### config.mk
export PLATFORM = sky130hd
export DESIGN_NAME = core_ctrl
export DESIGN_NICKNAME = d
export VERILOG_FILES = /design/src/source/cpu_pkg.sv /design/src/source/core_ctrl.sv
export SDC_FILE = /design/constraint.sdc
export NUM_CORES = 1
export LEC_CHECK = 0
export ABC_CLOCK_PERIOD_IN_PS = 4900
export BUFFER_PORTS_ARGS = -buffer_cell sky130_fd_sc_hd__buf_2
export CAP_MARGIN = 10
export CORE_MARGIN = 10
export CORE_UTILIZATION = 35
export DETAILED_ROUTE_END_ITERATION = 10
export PLACE_DENSITY = 0.74
export SYNTH_ARGS = -nofsm -noshare
export SYNTH_HDL_FRONTEND = slang
export SYNTH_SLANG_ARGS = --single-unit
### constraint.sdc
create_clock -name clk -period 4.9 [get_ports clk]
set_input_delay 0.49 -clock clk [delete_from_list [all_inputs] [get_ports clk]]
set_output_delay 0.49 -clock clk [all_outputs]
set_load 0.005 [all_outputs]
### src/source/cpu_pkg.sv
`default_nettype none

package cpu_pkg;

    localparam int XLEN       = 32;
    localparam int REG_ADDR_W = 5;
    localparam int CMD_W      = 4;
    localparam int MEM_ADDR_W = 8;
    localparam int MEM_WORDS  = 256;

    // Execute commands from the decoder
    localparam logic [CMD_W-1:0] CMD_NONE  = 4'd0;
    localparam logic [CMD_W-1:0] CMD_ADD   = 4'd1;
    localparam logic [CMD_W-1:0] CMD_EQU   = 4'd2;
    localparam logic [CMD_W-1:0] CMD_LOAD  = 4'd3;
    localparam logic [CMD_W-1:0] CMD_STORE = 4'd4;
    localparam logic [CMD_W-1:0] CMD_HALT  = 4'd5;

    localparam logic [6:0] OP_IMM    = 7'b00100_11;
    localparam logic [6:0] OP_REG    = 7'b01100_11;
    localparam logic [6:0] OP_LUI    = 7'b01101_11;
    localparam logic [6:0] OP_AUIPC  = 7'b00101_11;
    localparam logic [6:0] OP_LOAD   = 7'b00000_11;
    localparam logic [6:0] OP_STORE  = 7'b01000_11;
    localparam logic [6:0] OP_SYSTEM = 7'b11100_11;

    typedef enum logic [2:0] {
        IMM_NONE,
        IMM_I,
        IMM_U,
        IMM_S
    } imm_kind_t;

    typedef struct packed {
        logic                  req;
        logic                  we;
        logic [MEM_ADDR_W-1:0] addr;   // Word address
        logic [XLEN-1:0]       wdata;
    } mem_req_t;

    typedef struct packed {
        logic [CMD_W-1:0]      cmd;
        logic [XLEN-1:0]       src1;
        logic [XLEN-1:0]       src2;
        logic [XLEN-1:0]       store_data;
        logic [REG_ADDR_W-1:0] rd;
        logic                  wen;
    } decode_t;

    typedef struct packed {
        logic [XLEN-1:0]       pc;
        logic [REG_ADDR_W-1:0] rd;
        logic                  wen;
        logic [XLEN-1:0]       data;
    } retire_t;

endpackage

`default_nettype wire

### src/source/core_ctrl.sv
`default_nettype none

module core_ctrl (
    input  logic                           clk,
    input  logic                           rst_n,
    input  logic                           run,
    input  logic                           instr_valid,
    input  logic [cpu_pkg::XLEN-1:0]       pc,
    input  cpu_pkg::decode_t               dec,
    input  logic                           lsu_done,
    input  logic [cpu_pkg::XLEN-1:0]       load_data,
    output logic                           fetch_start,
    output logic [cpu_pkg::XLEN-1:0]       next_pc,
    output logic                           lsu_start,
    output logic                           wen,
    output logic [cpu_pkg::REG_ADDR_W-1:0] waddr,
    output logic [cpu_pkg::XLEN-1:0]       wdata,
    output cpu_pkg::retire_t               retire,
    output logic                           retire_valid,
    output logic                           halted
);

    typedef enum logic [2:0] {S_IDLE, S_FETCH, S_EXEC, S_MEM, S_HALT} state_t;

    state_t                   state;
    state_t                   state_nxt;
    logic                     is_mem;
    logic [cpu_pkg::XLEN-1:0] alu_result;

    assign is_mem = dec.cmd == cpu_pkg::CMD_LOAD || dec.cmd == cpu_pkg::CMD_STORE;

    always_comb begin
        case (dec.cmd)
            cpu_pkg::CMD_ADD: alu_result = dec.src1 + dec.src2;
            cpu_pkg::CMD_EQU: alu_result = dec.src1;
            default: alu_result = '0;
        endcase
    end

    always_comb begin
        state_nxt    = state;
        fetch_start  = 1'b0;
        lsu_start    = 1'b0;
        retire_valid = 1'b0;
        case (state)
            S_IDLE: begin
                if (run) begin
                    fetch_start = 1'b1;
                    state_nxt   = S_FETCH;
                end
            end
            S_FETCH: begin
                if (instr_valid) begin
                    state_nxt = S_EXEC;
                end
            end
            S_EXEC: begin
                if (is_mem) begin
                    lsu_start = 1'b1;
                    state_nxt = S_MEM;
                end else begin
                    retire_valid = 1'b1;
                    if (dec.cmd == cpu_pkg::CMD_HALT) begin
                        state_nxt = S_HALT;
                    end else begin
                        fetch_start = 1'b1;
                        state_nxt   = S_FETCH;
                    end
                end
            end
            S_MEM: begin
                if (lsu_done) begin
                    retire_valid = 1'b1;
                    fetch_start  = 1'b1;
                    state_nxt    = S_FETCH;
                end
            end
            default: ;
        endcase
    end

    always_ff @(posedge clk) begin
        if (!rst_n) begin
            state <= S_IDLE;
        end else begin
            state <= state_nxt;
        end
    end

    assign next_pc = (state == S_IDLE) ? '0 : pc + 32'd4;   // First fetch from 0
    assign wdata   = (dec.cmd == cpu_pkg::CMD_LOAD) ? load_data : alu_result;
    assign wen     = retire_valid && dec.wen;
    assign waddr   = dec.rd;

    assign retire.pc   = pc;
    assign retire.rd   = dec.rd;
    assign retire.wen  = dec.wen;
    assign retire.data = wdata;

    assign halted = state == S_HALT || (state == S_EXEC && dec.cmd == cpu_pkg::CMD_HALT);

    a_halt_sticky: assert property (@(posedge clk) disable iff (!rst_n)
        halted |=> halted);

endmodule

`default_nettype wire

* Word level (Yosys, flattened, before mapping)
Index checks and enable logic that the tools add are counted.
** Storage, ports and cells
- Register bits :: 3
- Bits of input ports :: 175
- Output and inout bits :: 144
- Logic and storage cells :: 40
** Cells by class
- Add/subtract/negate cells :: 2
- Equal/unequal tests :: 12
- Multiplexer cells :: 18
- Reduce and logical (&&, ||, !) cells :: 7
** Operators by type and width (number)
- $mux 32 :: 2
- $pmux 32 s2 :: 1
- $add 32x3->32 const B :: 1
- $add 32x32->32 :: 1
- $mux 3 :: 5
- $pmux 3 s4 :: 1
- $eq 4x2->1 const B :: 2
- $eq 4x3->1 const B :: 2
- $mux 1 :: 7
- $eq 3x2->1 const B :: 2
- $ne 2x2->1 const B :: 3
- $eq 4x1->1 const B :: 1
- $reduce_and 4->1 :: 1
- $reduce_bool 4->1 :: 1
- $eq 3x1->1 const B :: 1
- $eq 3x3->1 const B :: 1
- $logic_not 3->1 :: 1
- $pmux 1 s3 :: 1
- $logic_and 1x1->1 :: 2
- $logic_or 1x1->1 :: 2
- $pmux 1 s2 :: 1

* Longest topological paths before layout
- Depth after elaboration :: 5
- Mapped depth :: 13
- Gate-level depth less buffers :: 12

* Least setup slack after synthesis
OpenSTA, ideal clock, no wires.
- Path type :: input -> output
- Start point :: input port dec[56] (netlist name)
- End point :: output port wdata[31] (netlist name)
- Arrival time :: 2906 ps
- Data required time :: 4410 ps
- Path slack :: 1504 ps
- Cell stages on the path :: 11
- Buffers on the path :: 1
- Cells stage by stage :: ha_1 a21o_1 a21oi_2 o221ai_2 a221oi_2 a21bo_4 a41o_4 o311ai_4 a21oi_1 or3b_1 buf_4
** RTL lines
- start: declaration :: line core_ctrl.sv:9 : input cpu_pkg::decode_t dec,
- end: declaration :: line core_ctrl.sv:17 : output logic [cpu_pkg::XLEN-1:0] wdata,

* Worst setup path in the final report
- Start point :: input port dec[70] (netlist name)
- End point :: output port wdata[28] (netlist name)
** Between the ends
- Word-level cells in the longest chain between the ends :: 3
** Ends and longest elaborated chain
- $add 32x32->32 :: line core_ctrl.sv:34 : cpu_pkg::CMD_ADD: alu_result = dec.src1 + dec.src2;
- $pmux 32 s2 :: line core_ctrl.sv:33 : case (dec.cmd)
- $mux 32 :: line core_ctrl.sv:91 : assign wdata = (dec.cmd == cpu_pkg::CMD_LOAD) ? load_data : alu_result;
No other way between the ends.

==> metrics.txt <==
# TYPE chip_impl_metric gauge
chip_impl_info{name="status",value="finished clean"} 1
chip_impl_metric{name="drt_iter0_markers",unit=""} 223
chip_impl_metric{name="synth_enable_flop_cells",unit=""} 0
chip_impl_info{name="r2r_start",value="state[1]$_SDFFE_PN0P_"} 1
chip_impl_info{name="timing.hold.worst.start",value="rst_n"} 1
chip_impl_metric{name="reported_leakage_power",unit="nW"} 2.55
chip_impl_metric{name="min_delay_path_depth",unit=""} 3
chip_impl_info{name="ys_top_cells_by_area",value="sky130_fd_sc_hd__buf_4 14%, sky130_fd_sc_hd__ha_1 10%, sky130_fd_sc_hd__nor2_1 6.8%"} 1
chip_impl_metric{name="globalRoute.totalOverflow",unit=""} 0
chip_impl_metric{name="post_cts_resize_count",unit=""} 0
chip_impl_metric{name="power_per_cell_area",unit="nW/µm²"} 129
chip_impl_metric{name="rows",unit=""} 38
chip_impl_metric{name="maximum_number_of_pins_on_one_net_before_global_route_repair",unit=""} 41
chip_impl_metric{name="timing.critical_path.fanout_max",unit=""} 3
chip_impl_metric{name="synth_sequential_area_ratio",unit="%"} 1.54
chip_impl_metric{name="final-setup-viol-count",unit=""} 0
chip_impl_metric{name="max_incr_delay_on_cp",unit="ns"} 0.40
chip_impl_info{name="tritoncts",value="done"} 1
chip_impl_metric{name="use_met2",unit="%"} 32.9
chip_impl_metric{name="count_of_hold_fix_buffers_inserted_at_cts",unit=""} 0
chip_impl_metric{name="synthesis.yosys.warnings",unit=""} 0
chip_impl_metric{name="cts-htree-levels",unit=""} 1
chip_impl_metric{name="place_inst",unit=""} 883
chip_impl_metric{name="grt_pass1_vias",unit=""} 4801
chip_impl_metric{name="drt_pre_antenna_iters",unit=""} 4
chip_impl_metric{name="antenna_violations_before_repair",unit=""} 1
chip_impl_metric{name="max-vdd-ir-drop",unit="mV"} 0.156
chip_impl_metric{name="setup_tns",unit="ns"} 0
chip_impl_metric{name="syn-mean-instance-area",unit="µm²"} 6.87
chip_impl_metric{name="post_route_cells_drive_above_1_share",unit="%"} 41.9
chip_impl_info{name="primary_ff_master_synth",value="sky130_fd_sc_hd__dfxtp_1"} 1
chip_impl_metric{name="cts_inserted_buffers",unit=""} 3
chip_impl_metric{name="met3_routing_resource_usage_after_global_routing",unit="%"} 6.55
chip_impl_info{name="grt_setup_unrepaired",value="false"} 1
chip_impl_info{name="timing.hold.worst_endpoint",value="state[1]$_SDFFE_PN0P_"} 1
chip_impl_metric{name="dieArea",unit="µm²"} 15700
chip_impl_metric{name="tightest_slew",unit="ns"} 0.699
chip_impl_metric{name="final_max_slew_viol_count",unit=""} 0
chip_impl_metric{name="fin_worst_hold_slack",unit="ns"} 0.546
chip_impl_info{name="globalRoute.busiestLayer",value="met2"} 1
chip_impl_info{name="critical_path.startpoint_type",value="primary input"} 1
chip_impl_metric{name="finalNonFillerCells",unit=""} 888
chip_impl_metric{name="postRouteAntennaNets",unit=""} 0
chip_impl_metric{name="postLayoutCoreUtil",unit="%"} 44.8
chip_impl_info{name="cells_traversed_along_the_worst_timing_path",value="buf_2, ha_1, inv_1, fa_1, nor2b_1, o2111ai_1, a31oi_1, o211ai_1, and2_1, o21ai_1, a41o_1, mux2i_1, o21ai_1, buf_2"} 1
chip_impl_info{name="largest_registers",value="state x3"} 1
chip_impl_metric{name="placement.io_buffers",unit=""} 271
chip_impl_metric{name="req_time_crit_path",unit="ns"} 4.41
chip_impl_info{name="mostFrequentLayoutCell",value="sky130_fd_sc_hd__buf_2"} 1
chip_impl_metric{name="clock_tree.buffer_depth",unit=""} 2
chip_impl_metric{name="relSlewSlack",unit="%"} 53.4
chip_impl_info{name="most-common-layout-cells",value="271 x sky130_fd_sc_hd__buf_2, 70 x sky130_fd_sc_hd__nor2_1, 40 x sky130_fd_sc_hd__nand2_1, 34 x sky130_fd_sc_hd__a21oi_1, 32 x sky130_fd_sc_hd__ha_1"} 1
chip_impl_metric{name="syn-instance-count",unit=""} 566
chip_impl_metric{name="die_h",unit="µm"} 125
chip_impl_info{name="cts_root_buf",value="sky130_fd_sc_hd__clkbuf_8"} 1
chip_impl_metric{name="postCtsSetupRepairBufs",unit=""} 0
chip_impl_metric{name="gr-usage-met1",unit="%"} 18.2
chip_impl_metric{name="insertion_delay",unit="ns"} 0.21
chip_impl_metric{name="drt_drc_violations_left",unit=""} 0
chip_impl_metric{name="finalHoldViolations",unit=""} 0
chip_impl_metric{name="achievable-frequency",unit="MHz"} 268
chip_impl_metric{name="drt_wl_total",unit="µm"} 15100
chip_impl_info{name="timing.critical_path.to_type",value="output pin"} 1
chip_impl_metric{name="die_w",unit="µm"} 125
chip_impl_metric{name="clk_pin_slew",unit="ns"} 0.03
chip_impl_metric{name="synth-async-reset-ratio",unit="%"} 0
chip_impl_metric{name="postSynthRegisterBits",unit=""} 3
chip_impl_metric{name="r2r_slack",unit="ns"} 3.72
chip_impl_metric{name="worstPathArrival",unit="ns"} 3.24
chip_impl_info{name="criticalPathCategory",value="primary input to output pin"} 1
chip_impl_metric{name="power",unit="W"} 0.000626
chip_impl_metric{name="number_of_top_level_pins",unit=""} 319
chip_impl_metric{name="area_delta_synth_final",unit="%"} 24.8
chip_impl_metric{name="mappedNetlistNets",unit=""} 774
chip_impl_info{name="min-delay-path-class",value="primary input to flip-flop"} 1
chip_impl_metric{name="dp_hpwl",unit="µm"} 13200
chip_impl_metric{name="gp_congestion",unit=""} 0.893
chip_impl_info{name="rr_endpoint",value="state[0]$_SDFFE_PN0P_"} 1
chip_impl_metric{name="worst_clock_skew",unit="ns"} 0.00267
chip_impl_metric{name="initial_core_util",unit="%"} 35.9
chip_impl_info{name="crit_slowest_cell",value="sky130_fd_sc_hd__fa_1"} 1
chip_impl_metric{name="floorplan_core_area",unit="µm²"} 10800
chip_impl_metric{name="yosys.area.top_type_share",unit="%"} 14.5
chip_impl_metric{name="fillers",unit=""} 1168
chip_impl_metric{name="r2r.worst_path.cells",unit=""} 4
chip_impl_metric{name="grt_pass1_wl",unit="µm"} 23800
chip_impl_metric{name="cap_violations",unit=""} 0
chip_impl_metric{name="routed_via_density",unit=""} 5.17
chip_impl_metric{name="post_drt_wl_per_cell",unit="µm"} 17.1
chip_impl_info{name="synth_top_cell_by_area",value="sky130_fd_sc_hd__buf_4"} 1
chip_impl_metric{name="netlist_area",unit="µm²"} 3890
chip_impl_metric{name="post-route-period-util",unit="%"} 76.1
chip_impl_metric{name="clock-sinks",unit=""} 3
chip_impl_metric{name="dr_total_vias",unit=""} 4589
chip_impl_metric{name="grt.total_usage",unit="%"} 17.5
chip_impl_info{name="max_flop_register",value="state"} 1
chip_impl_metric{name="synth_cell_types",unit=""} 64
chip_impl_metric{name="finalCriticalPeriod",unit="ns"} 3.73
chip_impl_metric{name="finish.net_count",unit=""} 956
chip_impl_metric{name="largest_register_ff_count",unit=""} 3
==> metrics by stage <==
step | worst slack (ns) | cell area [µm²]
floorplan | 1.50 | 3890
global placement | 1.20 | 4810
detailed placement | 1.18 | 4810
CTS | 1.17 | 4850
global route | 0.997 | 4850
finish | 1.17 | 4850
==> cells by family (layout without fill, tap and decap cells) <==
kind of cell,Yosys count,after routing,synth area share [%]
multiplexers,34,34,9.59
AND/OR/NAND/NOR,193,193,23.6
adder cells (fa/ha/maj),33,33,10.8
flip-flops,3,3,1.54
XOR/XNOR,46,46,10.4
other,0,1,0
AO/OA/AOI/OAI,142,142,25.7
buffers and inverters,115,296,18.4
==> final cells by class <==
| cell class | instances | area (µm²) | share of cell area (%) |
|---|---|---|---|
| multi-input cells | 448 | 3120 | 64.3 |
| repair buffers | 275 | 1390 | 28.6 |
| well taps | 140 | 175 | 3.61 |
| inverters | 17 | 63.8 | 1.31 |
| flip-flops and latches | 3 | 60.1 | 1.24 |
| clock buffers | 4 | 45.0 | 0.928 |
| diodes | 1 | 2.50 | 0.0515 |
==> worst max path at each step <==
stage / start / endpoint / slack, ns / cells after the start
2_1_floorplan: dec[56] / wdata[31] / 1.50 / 11
3_3_place_gp: dec[46] / retire[31] / 1.20 / 12
3_5_place_dp: dec[70] / retire[28] / 1.18 / 14
4_1_cts: dec[70] / retire[28] / 1.17 / 14
5_1_grt: dec[70] / wdata[28] / 1.0 / 14
6_report: dec[70] / wdata[28] / 1.17 / 14
==> per-layer routing <==
metal	up-vias	part of all wire, %
met3	18	9.8
met4	0	1.7
met1	2042	39
met2	205	49
li1	2324	-
met5	-	0
==> worst max-delay path, delay by kind of cell <==
kind,cells,cell delay (ns)
compound gates,6,1.27
fa+ha+maj,2,0.60
buf+inv,3,0.30
mux,1,0.21
simple gates,2,0.37
==> cell usage after synthesis, types with 4 or more instances <==
library cell,count
sky130_fd_sc_hd__and2_1,4
sky130_fd_sc_hd__nand3_1,19
sky130_fd_sc_hd__nor3_1,8
sky130_fd_sc_hd__mux2i_1,8
sky130_fd_sc_hd__nor2b_1,10
sky130_fd_sc_hd__xor2_1,25
sky130_fd_sc_hd__o31a_1,4
sky130_fd_sc_hd__a22oi_1,20
sky130_fd_sc_hd__xnor2_1,21
sky130_fd_sc_hd__ha_1,32
sky130_fd_sc_hd__mux2_2,21
sky130_fd_sc_hd__nand2_1,40
sky130_fd_sc_hd__o21ai_0,16
sky130_fd_sc_hd__nand4_1,14
sky130_fd_sc_hd__buf_4,75
sky130_fd_sc_hd__o21ai_1,10
sky130_fd_sc_hd__a21oi_1,34
sky130_fd_sc_hd__a21o_1,12
sky130_fd_sc_hd__nor2_1,70
sky130_fd_sc_hd__inv_1,16
sky130_fd_sc_hd__and3_1,8
sky130_fd_sc_hd__a31oi_1,6
sky130_fd_sc_hd__mux2_1,5
sky130_fd_sc_hd__clkbuf_1,20
sky130_fd_sc_hd__a211oi_1,4
sky130_fd_sc_hd__or3_1,7
==> where the power goes <==
| group | internal [W] | total, W | switching [W] |
|---|---|---|---|
| clock | 0.0000554 | 0.0000710 | 0.0000156 |
| combinational | 0.000243 | 0.000523 | 0.000280 |
| sequential | 0.0000268 | 0.0000323 | 0.00000556 |
Note: power is estimated with default switching activity, not from simulation.
