--- src/source/cpu_pkg.sv ---
`default_nettype none

package cpu_pkg;

    localparam int XLEN       = 32;
    localparam int REG_ADDR_W = 5;
    localparam int CMD_W      = 4;
    localparam int MEM_ADDR_W = 8;
    localparam int MEM_WORDS  = 256;

    // Execute commands from the decoder
    localparam logic [CMD_W-1:0] CMD_NONE  = 4'd0;
    localparam logic [CMD_W-1:0] CMD_ADD   = 4'd1;
    localparam logic [CMD_W-1:0] CMD_EQU   = 4'd2;
    localparam logic [CMD_W-1:0] CMD_LOAD  = 4'd3;
    localparam logic [CMD_W-1:0] CMD_STORE = 4'd4;
    localparam logic [CMD_W-1:0] CMD_HALT  = 4'd5;

    localparam logic [6:0] OP_IMM    = 7'b00100_11;
    localparam logic [6:0] OP_REG    = 7'b01100_11;
    localparam logic [6:0] OP_LUI    = 7'b01101_11;
    localparam logic [6:0] OP_AUIPC  = 7'b00101_11;
    localparam logic [6:0] OP_LOAD   = 7'b00000_11;
    localparam logic [6:0] OP_STORE  = 7'b01000_11;
    localparam logic [6:0] OP_SYSTEM = 7'b11100_11;

    typedef enum logic [2:0] {
        IMM_NONE,
        IMM_I,
        IMM_U,
        IMM_S
    } imm_kind_t;

    typedef struct packed {
        logic                  req;
        logic                  we;
        logic [MEM_ADDR_W-1:0] addr;   // Word address
        logic [XLEN-1:0]       wdata;
    } mem_req_t;

    typedef struct packed {
        logic [CMD_W-1:0]      cmd;
        logic [XLEN-1:0]       src1;
        logic [XLEN-1:0]       src2;
        logic [XLEN-1:0]       store_data;
        logic [REG_ADDR_W-1:0] rd;
        logic                  wen;
    } decode_t;

    typedef struct packed {
        logic [XLEN-1:0]       pc;
        logic [REG_ADDR_W-1:0] rd;
        logic                  wen;
        logic [XLEN-1:0]       data;
    } retire_t;

endpackage

`default_nettype wire

--- src/source/decode_unit.sv ---
`default_nettype none

module decode_unit (
    input  logic [cpu_pkg::XLEN-1:0]       instr,
    input  logic [cpu_pkg::XLEN-1:0]       pc,
    input  logic [cpu_pkg::XLEN-1:0]       rdata1,
    input  logic [cpu_pkg::XLEN-1:0]       rdata2,
    output logic [cpu_pkg::REG_ADDR_W-1:0] raddr1,
    output logic [cpu_pkg::REG_ADDR_W-1:0] raddr2,
    output cpu_pkg::decode_t               dec
);

    logic [6:0]               opcode;
    logic [2:0]               funct3;
    logic                     rs1_en;
    logic                     rs2_en;
    cpu_pkg::imm_kind_t       imm_kind;
    logic [cpu_pkg::XLEN-1:0] imm;

    assign opcode = instr[6:0];
    assign funct3 = instr[14:12];

    assign rs1_en = opcode == cpu_pkg::OP_IMM || opcode == cpu_pkg::OP_REG
                 || opcode == cpu_pkg::OP_LOAD || opcode == cpu_pkg::OP_STORE;
    assign rs2_en = opcode == cpu_pkg::OP_REG || opcode == cpu_pkg::OP_STORE;

    assign raddr1 = rs1_en ? instr[19:15] : '0;
    assign raddr2 = rs2_en ? instr[24:20] : '0;

    always_comb begin
        case (opcode)
            cpu_pkg::OP_IMM, cpu_pkg::OP_LOAD: imm_kind = cpu_pkg::IMM_I;
            cpu_pkg::OP_LUI, cpu_pkg::OP_AUIPC: imm_kind = cpu_pkg::IMM_U;
            cpu_pkg::OP_STORE: imm_kind = cpu_pkg::IMM_S;
            default: imm_kind = cpu_pkg::IMM_NONE;
        endcase
    end

    always_comb begin
        case (imm_kind)
            cpu_pkg::IMM_I: imm = {{20{instr[31]}}, instr[31:20]};
            cpu_pkg::IMM_U: imm = {instr[31:12], 12'b0};
            cpu_pkg::IMM_S: imm = {{20{instr[31]}}, instr[31:25], instr[11:7]};
            default: imm = '0;
        endcase
    end

    always_comb begin
        dec     = '0;
        dec.cmd = cpu_pkg::CMD_NONE;
        case (opcode)
            cpu_pkg::OP_IMM: begin
                if (funct3 == 3'b000) begin     // addi
                    dec.cmd  = cpu_pkg::CMD_ADD;
                    dec.src1 = imm;
                    dec.src2 = rdata1;
                    dec.wen  = 1'b1;
                end
            end
            cpu_pkg::OP_REG: begin
                if (funct3 == 3'b000 && instr[31:25] == 7'b0) begin
                    dec.cmd  = cpu_pkg::CMD_ADD;
                    dec.src1 = rdata1;
                    dec.src2 = rdata2;
                    dec.wen  = 1'b1;
                end
            end
            cpu_pkg::OP_LUI: begin
                dec.cmd  = cpu_pkg::CMD_EQU;
                dec.src1 = imm;
                dec.wen  = 1'b1;
            end
            cpu_pkg::OP_AUIPC: begin
                dec.cmd  = cpu_pkg::CMD_ADD;
                dec.src1 = pc;
                dec.src2 = imm;
                dec.wen  = 1'b1;
            end
            cpu_pkg::OP_LOAD: begin
                if (funct3 == 3'b010) begin     // lw only
                    dec.cmd  = cpu_pkg::CMD_LOAD;
                    dec.src1 = rdata1;
                    dec.src2 = imm;
                    dec.wen  = 1'b1;
                end
            end
            cpu_pkg::OP_STORE: begin
                if (funct3 == 3'b010) begin     // sw only
                    dec.cmd        = cpu_pkg::CMD_STORE;
                    dec.src1       = rdata1;
                    dec.src2       = imm;
                    dec.store_data = rdata2;
                end
            end
            cpu_pkg::OP_SYSTEM: begin
                if (instr[31:7] == 25'h0002000) begin   // ebreak
                    dec.cmd = cpu_pkg::CMD_HALT;
                end
            end
            default: ;
        endcase
        dec.rd = dec.wen ? instr[11:7] : '0;
    end

endmodule

`default_nettype wire

--- config.mk ---
export PLATFORM = sky130hd
export DESIGN_NAME = decode_unit
export DESIGN_NICKNAME = d
export VERILOG_FILES = /design/src/source/cpu_pkg.sv /design/src/source/decode_unit.sv
export SDC_FILE = /design/constraint.sdc
export NUM_CORES = 1
export LEC_CHECK = 0
export ABC_AREA = 0
export BUFFER_PORTS_ARGS = -buffer_cell sky130_fd_sc_hd__buf_2
export CAP_MARGIN = 20
export CORE_AREA = 2 2 94 96
export DETAILED_ROUTE_END_ITERATION = 8
export DIE_AREA = 0 0 96 98
export PLACE_DENSITY = 0.65
export SETUP_SLACK_MARGIN = 0.1
export SYNTH_ARGS = -nofsm -noshare
export SYNTH_HDL_FRONTEND = slang
export SYNTH_SLANG_ARGS = --single-unit
--- constraint.sdc ---
create_clock -name vclk -period 1.4
set_input_delay 0.07 -clock vclk [all_inputs]
set_output_delay 0.07 -clock vclk [all_outputs]
set_load 0.05 [all_outputs]
==> Yosys cells after proc, flatten, opt, wreduce, memory -nomap -nowiden <==
Cells that the tools add are included.
Widths: inputs -> output; s select.
{ "totals": {"out_inout_bits": 116, "wordCells": 39, "ff_bits": 0, "in_bits": 128} }
{ "op_classes": {"n_reduce_logical": 9, "n_eq_ne": 12, "n_mux": 18} }
{ "op_table": {"columns": ["op", "n"], "rows": [
  ["$pmux 32 s6", 1],
  ["$pmux 32 s5", 1],
  ["$mux 65", 2],
  ["$mux 99", 1],
  ["$pmux 32 s3", 1],
  ["$mux 66", 1],
  ["$mux 32", 1],
  ["$pmux 4 s7", 1],
  ["$eq 25x14->1 const B", 1],
  ["$eq 7x6->1 const B", 3],
  ["$mux 5", 3],
  ["$eq 7x5->1 const B", 2],
  ["$eq 3x2->1 const B", 3],
  ["$eq 7x2->1 const B", 1],
  ["$eq 7x7->1 const B", 1],
  ["$logic_not 7->1", 1],
  ["$pmux 2 s3", 1],
  ["$logic_or 1x1->1", 4],
  ["$pmux 1 s4", 1],
  ["$reduce_or 2->1", 2],
  ["$eq 3x1->1 const B", 1],
  ["$logic_not 3->1", 1],
  ["$mux 1", 3],
  ["$mux 3", 1],
  ["$logic_and 1x1->1", 1]
]} }

==> Logic depth before layout (Yosys ltp) <==
Gate-level depths: netlist (run 1).
{ "depth": {"depth_word": 7, "depth_mapped": 7, "ltp_nobuf": 4} }

==> Worst setup path before layout (run 1) <==
Ideal clock, no wire load.
{ "synth_path": {"path_type": "in2out", "startpoint": "input instr[4] (netlist name)", "endpoint": "output dec[103] (netlist name)", "required_time_ns": 1.330, "t_arrival_ns": 2.003, "n_path_buf": 2, "stages": 5, "slack_ns": -0.673, "cell_sequence": "buf_4 -> nor4b_4 -> nand3_4 -> buf_2 -> o21ai_0"} }
{ "synth_rtl": {"columns": ["element", "line_no", "text"], "rows": [
  ["start: declaration", "decode_unit.sv:4", "input logic [cpu_pkg::XLEN-1:0] instr,"],
  ["end: declaration", "decode_unit.sv:10", "output cpu_pkg::decode_t dec"]
]} }

==> results.md, run 1 <==
- CP Capture Type: primary output
- Crit Path Max Fanout: 7
- Sequential fraction of the synthesis area: 0%
- Die Y: 98 um
- N_diodes: 0
- Status: complete, but fails checks
- 1st-pass router iterations: 5
- Total negative slack: -18800 ps
- DRC viols: 0
- Period Utilization, post-route: 119%
- Chip width: 96 um
- Largest net degree at the start of global routing: 22
- Synth Instances: 308
- Post-synth net total: 436
- Worst setup margin: -272 ps
- Critical Path AT: 1600 ps
- # IOs: 244
- # nets final: 753
- WL final: 15800 um
- Most frequent cell after synthesis: a221o_1
- DR WL met2: 8360 um
- Number of global-route vias before repair: 4379
- Post-DR wirelength/cell: 21.6 um
- Detailed placement HPWL: 10300 um
- Top routing layer used: met5
- Clock power frac: 0%
- Num sequential: 0
- Hold_sp: pc[17]
- Top post-synthesis cells by area: a221o_1 22%, a22oi_1 10%, and2_1 9.4%
- Comb power frac: 100.0%
- Hold endpoint: dec[87]
- # port buffers: 243
- Yosys top cell area share: 21.8%
- Layout cells sized above 1: 89.1%
- Pint: 349 uW
- Post-synthesis cell type with the largest combined area: a221o_1
- Crit Path Category: in -> out
- Post-route cell area: 6640 sq um
- Syn_area_per_cell: 7.32 sq um
- Worst min-delay path category: in -> out
- Peak supply drop: 0.134 mV
- # clk buffers: 0
- Cell family with most CP delay: buffers and inverters
- Pleak: 0.00285 uW
- Routed wl met3: 1080 um
- Post-Layout Cell Count: 731
- Failing checks: setup timing
- Initial drt markers: 165
- P_sw: 390 uW
- Tmin final: 1670 ps
- Setup violators final: 105
- Total Routing Usage GR: 30.6%
- Net Sw Frac: 52.7%
- # rows: 34
- Die area: 9410 sq um
- Area delta synth->final: 194%
- Top cells by count, synth: 49 x a221o_1, 34 x and2_1, 31 x a22oi_1
- First-pass GRT wire length: 22800 um
- Initial Util: 26.6%
- Max cap viols: 0
- Placement Cell Area: 4600 sq um
- GP Congestion: 0.841
- ANT nets after route: 0
- Worst path cell trace: buf_6 -> and4bb_4 -> buf_12 -> buf_8 -> and3_4 -> buf_12 -> and2_4 -> a221o_2 -> buf_8
- Distinct cells, synth: 47
- Register area: 0 sq um
- Startpoint types: input port
- Initial antenna violation count: 1
- PD cells: 111 nW/um^2
- YS warnings: 0
- Met1 wire length: 5830 um
- Crit path buf inv count: 5
- Vias: 4233
- Synthesized area: 2250 sq um
- CORE AREA: 8470 sq um
- Slowest-stage cell, CP: a221o_2
- DR vias/cell: 5.79
- Worst EP required: 1330 ps
- Hold bufs inserted after CTS: 0
- Max Slew Vio Count: 0
- Hold Path Stages: 3
- Placed Cells: 689
- FMAX: 598 MHz
- Unrepaired setup endpoints after global routing: yes
- Seq pwr share: 0%
- Fin. Hold Viols: 0
- Crit-path max cell delay: 320 ps
- Gr ovfl total: 0
cells in the final DEF, fill, tap and decap left out, types with 3 or more instances in the layout:
| cell | netlist | routed |
|---|---|---|
| a211oi_2 | 1 | 19 |
| a21oi_1 | 5 | 5 |
| a221o_2 | 0 | 49 |
| a22oi_1 | 31 | 11 |
| a22oi_2 | 0 | 20 |
| a32oi_1 | 4 | 3 |
| and2_4 | 0 | 34 |
| and3_1 | 14 | 7 |
| and3_4 | 0 | 7 |
| buf_12 | 0 | 22 |
| buf_16 | 0 | 6 |
| buf_2 | 17 | 124 |
| buf_4 | 8 | 54 |
| buf_6 | 5 | 67 |
| buf_8 | 0 | 75 |
| clkbuf_16 | 0 | 5 |
| inv_1 | 7 | 5 |
| nand2_1 | 14 | 7 |
| nand2_2 | 0 | 3 |
| nand2_4 | 1 | 5 |
| nand3_1 | 20 | 4 |
| nand3_2 | 1 | 15 |
| nand3_4 | 1 | 3 |
| nor2_1 | 11 | 7 |
| nor2_4 | 1 | 3 |
| nor2b_1 | 11 | 6 |
| nor2b_4 | 0 | 5 |
| nor4_4 | 3 | 5 |
| nor4b_4 | 3 | 3 |
| o21ai_4 | 1 | 6 |
| o2bb2ai_4 | 0 | 6 |
metal layers:
metal / global-route usage (%) / up-vias
li1: - / 1892
met1: 35.2 / 2056
met2: 56.1 / 231
met3: 4.63 / 52
met4: 10.3 / 2
met5: 0 / -
area by class of cell:
class / instances / area (sq um)
inverters: 8 / 38.8
repair buffers: 353 / 3640
fillers: 548 / 1830
well taps: 108 / 135
multi-input cells: 262 / 2830
cell families (layout without fill, tap and decap cells):
kind of cell,Yosys count,in the layout,share of synthesized area (%)
AOI/OAI and AO/OA,125,125,46.9
other,1,1,0.166
buffers and inverters,46,361,11.8
xor gates and xnor gates,1,1,0.389
and+or+nand+nor,135,135,40.7
power groups by stage:
stage | sequential (uW) | combinational [uW] | clock (uW)
4_1_cts | 0 | 690 | 0
6_report | 0 | 739 | 0
3_3_place_gp | 0 | 590 | 0
2_1_floorplan | 0 | 220 | 0
3_5_place_dp | 0 | 604 | 0
5_1_grt | 0 | 777 | 0
how the worst max path moves through the flow:
stage               startpoint        to  depth (start not counted)
floorplan             instr[4]  dec[100]                          6
global placement     instr[12]  dec[102]                          6
detailed placement   instr[12]  dec[102]                          6
CTS                   instr[3]   dec[44]                          9
global route          instr[6]   dec[48]                          9
finish                instr[6]   dec[44]                          9
what timing repair did:
item	4_1_cts	5_1_grt
setup buffers	23	10
pin swaps	48	25
gates resized for setup	352	56
endpoints found under the hold margin	0	0
cloned	7	5
endpoints found under the setup margin	105	110
through the flow:
step | hold WS (ps) | worst slack [ps] | total power [uW] | util (%)
4_1_cts | 495 | -238 | 690 | 73.9
6_report | 497 | -272 | 739 | 78.4
3_5_place_dp | 563 | -554 | 604 | 54.3
2_1_floorplan | 297 | -81.4 | 220 | -
3_3_place_gp | 561 | -479 | 590 | 54.3
5_1_grt | 506 | -302 | 777 | 78.4
Note: power is estimated with default switching activity, not from simulation.
==> run 2, diff against run 1 <==
- CAP_MARGIN: 20 -> 5
- MAX_ROUTING_LAYER: unset -> met4
==> run 2 against run 1 <==
Effect of this change: final area barely moved; final cell count rose by 0.14%; non-clock buffer count did not move; the flow still finishes with violations (setup timing); worst hold slack barely moved; highest routed layer is now met4; clock-buffer cell count did not move.
==> results.md, run 2 (synthesis gave the netlist of run 1 again) <==
- Status: complete, but fails checks (unchanged)
- Failing checks: setup timing (unchanged)
- FMAX: 599 MHz (was 598 MHz)
- Num sequential: 0 (unchanged)
- Max Slew Vio Count: 0 (unchanged)
- CP Capture Type: primary output (unchanged)
- # nets final: 753 (unchanged)
- Crit-path max cell delay: 320 ps (about the same)
- Initial Util: 26.6% (unchanged)
- Number of global-route vias before repair: 4377 (was 4379)
- # IOs: 244 (unchanged)
- Most frequent cells in the layout: 124 x buf_2, 75 x buf_8, 67 x buf_6 (unchanged)
- Pleak: 0.00285 uW (unchanged)
- Post-route cell area: 6640 sq um (about the same)
- Post-DR wirelength/cell: 21.5 um (was 21.6 um)
- Slowest-stage cell, CP: nor2_2 (was a221o_2)
- Chip width: 96 um (unchanged)
- WL final: 15800 um (about the same)
- Placement Cell Area: 4600 sq um (unchanged)
- Peak supply drop: 0.134 mV (about the same)
- Area delta synth->final: 195% (was 194%)
- Detailed placement HPWL: 10300 um (unchanged)
- Worst min-delay path category: in -> out (unchanged)
- Die Y: 98 um (unchanged)
- Period Utilization, post-route: 119% (about the same)
- Initial antenna violation count: 1 (unchanged)
- Total Routing Usage GR: 31.5% (was 30.6%)
- Largest net degree at the start of global routing: 22 (unchanged)
- PD cells: 111 nW/um^2 (about the same)
- Crit Path Category: in -> out (unchanged)
- Vias: 4174 (was 4233)
- Die area: 9410 sq um (unchanged)
- Commonest non-fill, non-tap cell in the layout: buf_2 (unchanged)
- Startpoint types: input port (unchanged)
- Worst setup margin: -270 ps (was -272 ps)
- Register area: 0 sq um (unchanged)
- Max cap viols: 0 (unchanged)
- ANT nets after route: 0 (unchanged)
- Worst EP required: 1330 ps (about the same)
- Crit Path Max Fanout: 6 (was 7)
- Placed Cells: 689 (unchanged)
- DR vias/cell: 5.70 (was 5.79)
- # rows: 34 (unchanged)
- CORE AREA: 8470 sq um (unchanged)
- First-pass GRT wire length: 22800 um (unchanged)
- Worst path cell trace: buf_6 -> nand4bb_1 -> buf_6 -> buf_4 -> nor2_2 -> buf_4 -> a32oi_1 -> nand2_4 -> buf_8 (was buf_6 -> and4bb_4 -> buf_12 -> buf_8 -> and3_4 -> buf_12 -> and2_4 -> a221o_2 -> buf_8)
- Utilization after layout: 78.4% (about the same)
- Setup violators final: 105 (unchanged)
- Tmin final: 1670 ps (about the same)
- # clk buffers: 0 (unchanged)
- Post-Layout Cell Count: 732 (was 731)
- Hold bufs inserted after CTS: 0 (unchanged)
- # port buffers: 243 (unchanged)
- FILL cells: 547 (was 548)
- GP Congestion: 0.854 (was 0.841)
- Layout cells sized above 1: 89.1% (unchanged)
- Fin. Hold Viols: 0 (unchanged)
- Initial drt markers: 186 (was 165)
- DRC viols: 0 (unchanged)
- 1st-pass router iterations: 5 (unchanged)
- Critical Path AT: 1600 ps (about the same)
- Gr ovfl total: 0 (unchanged)
- Unrepaired setup endpoints after global routing: yes (unchanged)
- Overall power: 738 uW (was 739 uW)
==> run 2: layer usage <==
metal | part of all wire, % | up-vias | GRT usage, %
met5 | 0 | - | -
met4 | 3.2 | 0 | 10.5
met1 | 37 | 2034 | 35.5
met3 | 6.4 | 48 | 4.17
met2 | 53 | 201 | 56.0
li1 | - | 1891 | -
==> run 2: cell type report <==
class / count / area (sq um) / area share (%)
multi-input combinational: 262 / 2830 / 42.6
antenna: 1 / 2.50 / 0.0377
timing repair buffer: 353 / 3640 / 54.8
inverter: 8 / 38.8 / 0.584
tap: 108 / 135 / 2.04
==> run 2: worst max-delay path, delay by kind of cell <==
| family | cells | cell delay, ps |
|---|---|---|
| AND/OR/NAND/NOR | 3 | 620 |
| AO/OA/AOI/OAI | 1 | 140 |
| buffers and inverters | 5 | 760 |
==> run 2: what timing repair did <==
action | CTS | global route
cloned | 7 | 5
pin swaps | 48 | 25
endpoints found under the setup margin | 105 | 110
buffers inserted | 23 | 10
resized for setup | 352 | 56
==> run 2: worst paths after layout <==
kind,startpoint,end,slack [ps],cells past startpoint
worst max-delay path,instr[6],dec[45],-270,9
worst min-delay path,pc[17],dec[87],500,3
==> run 2: stage by stage <==
step / hold WS, ps / setup TNS (ps) / worst slack (ps)
4_1_cts: 495 / -15300 / -238
6_report: 498 / -18820 / -270
5_1_grt: 506 / -22720 / -302
3_5_place_dp: 563 / -33810 / -554
2_1_floorplan: 297 / -1490 / -81.4
3_3_place_gp: 561 / -28420 / -479
==> run 2: where the power goes <==
group	leakage, uW	internal (uW)	switching, uW
sequential	0	0	0
combinational	0.00285	349	389
clock	0.00000000634	0.0000955	0
total	0.00285	349	389
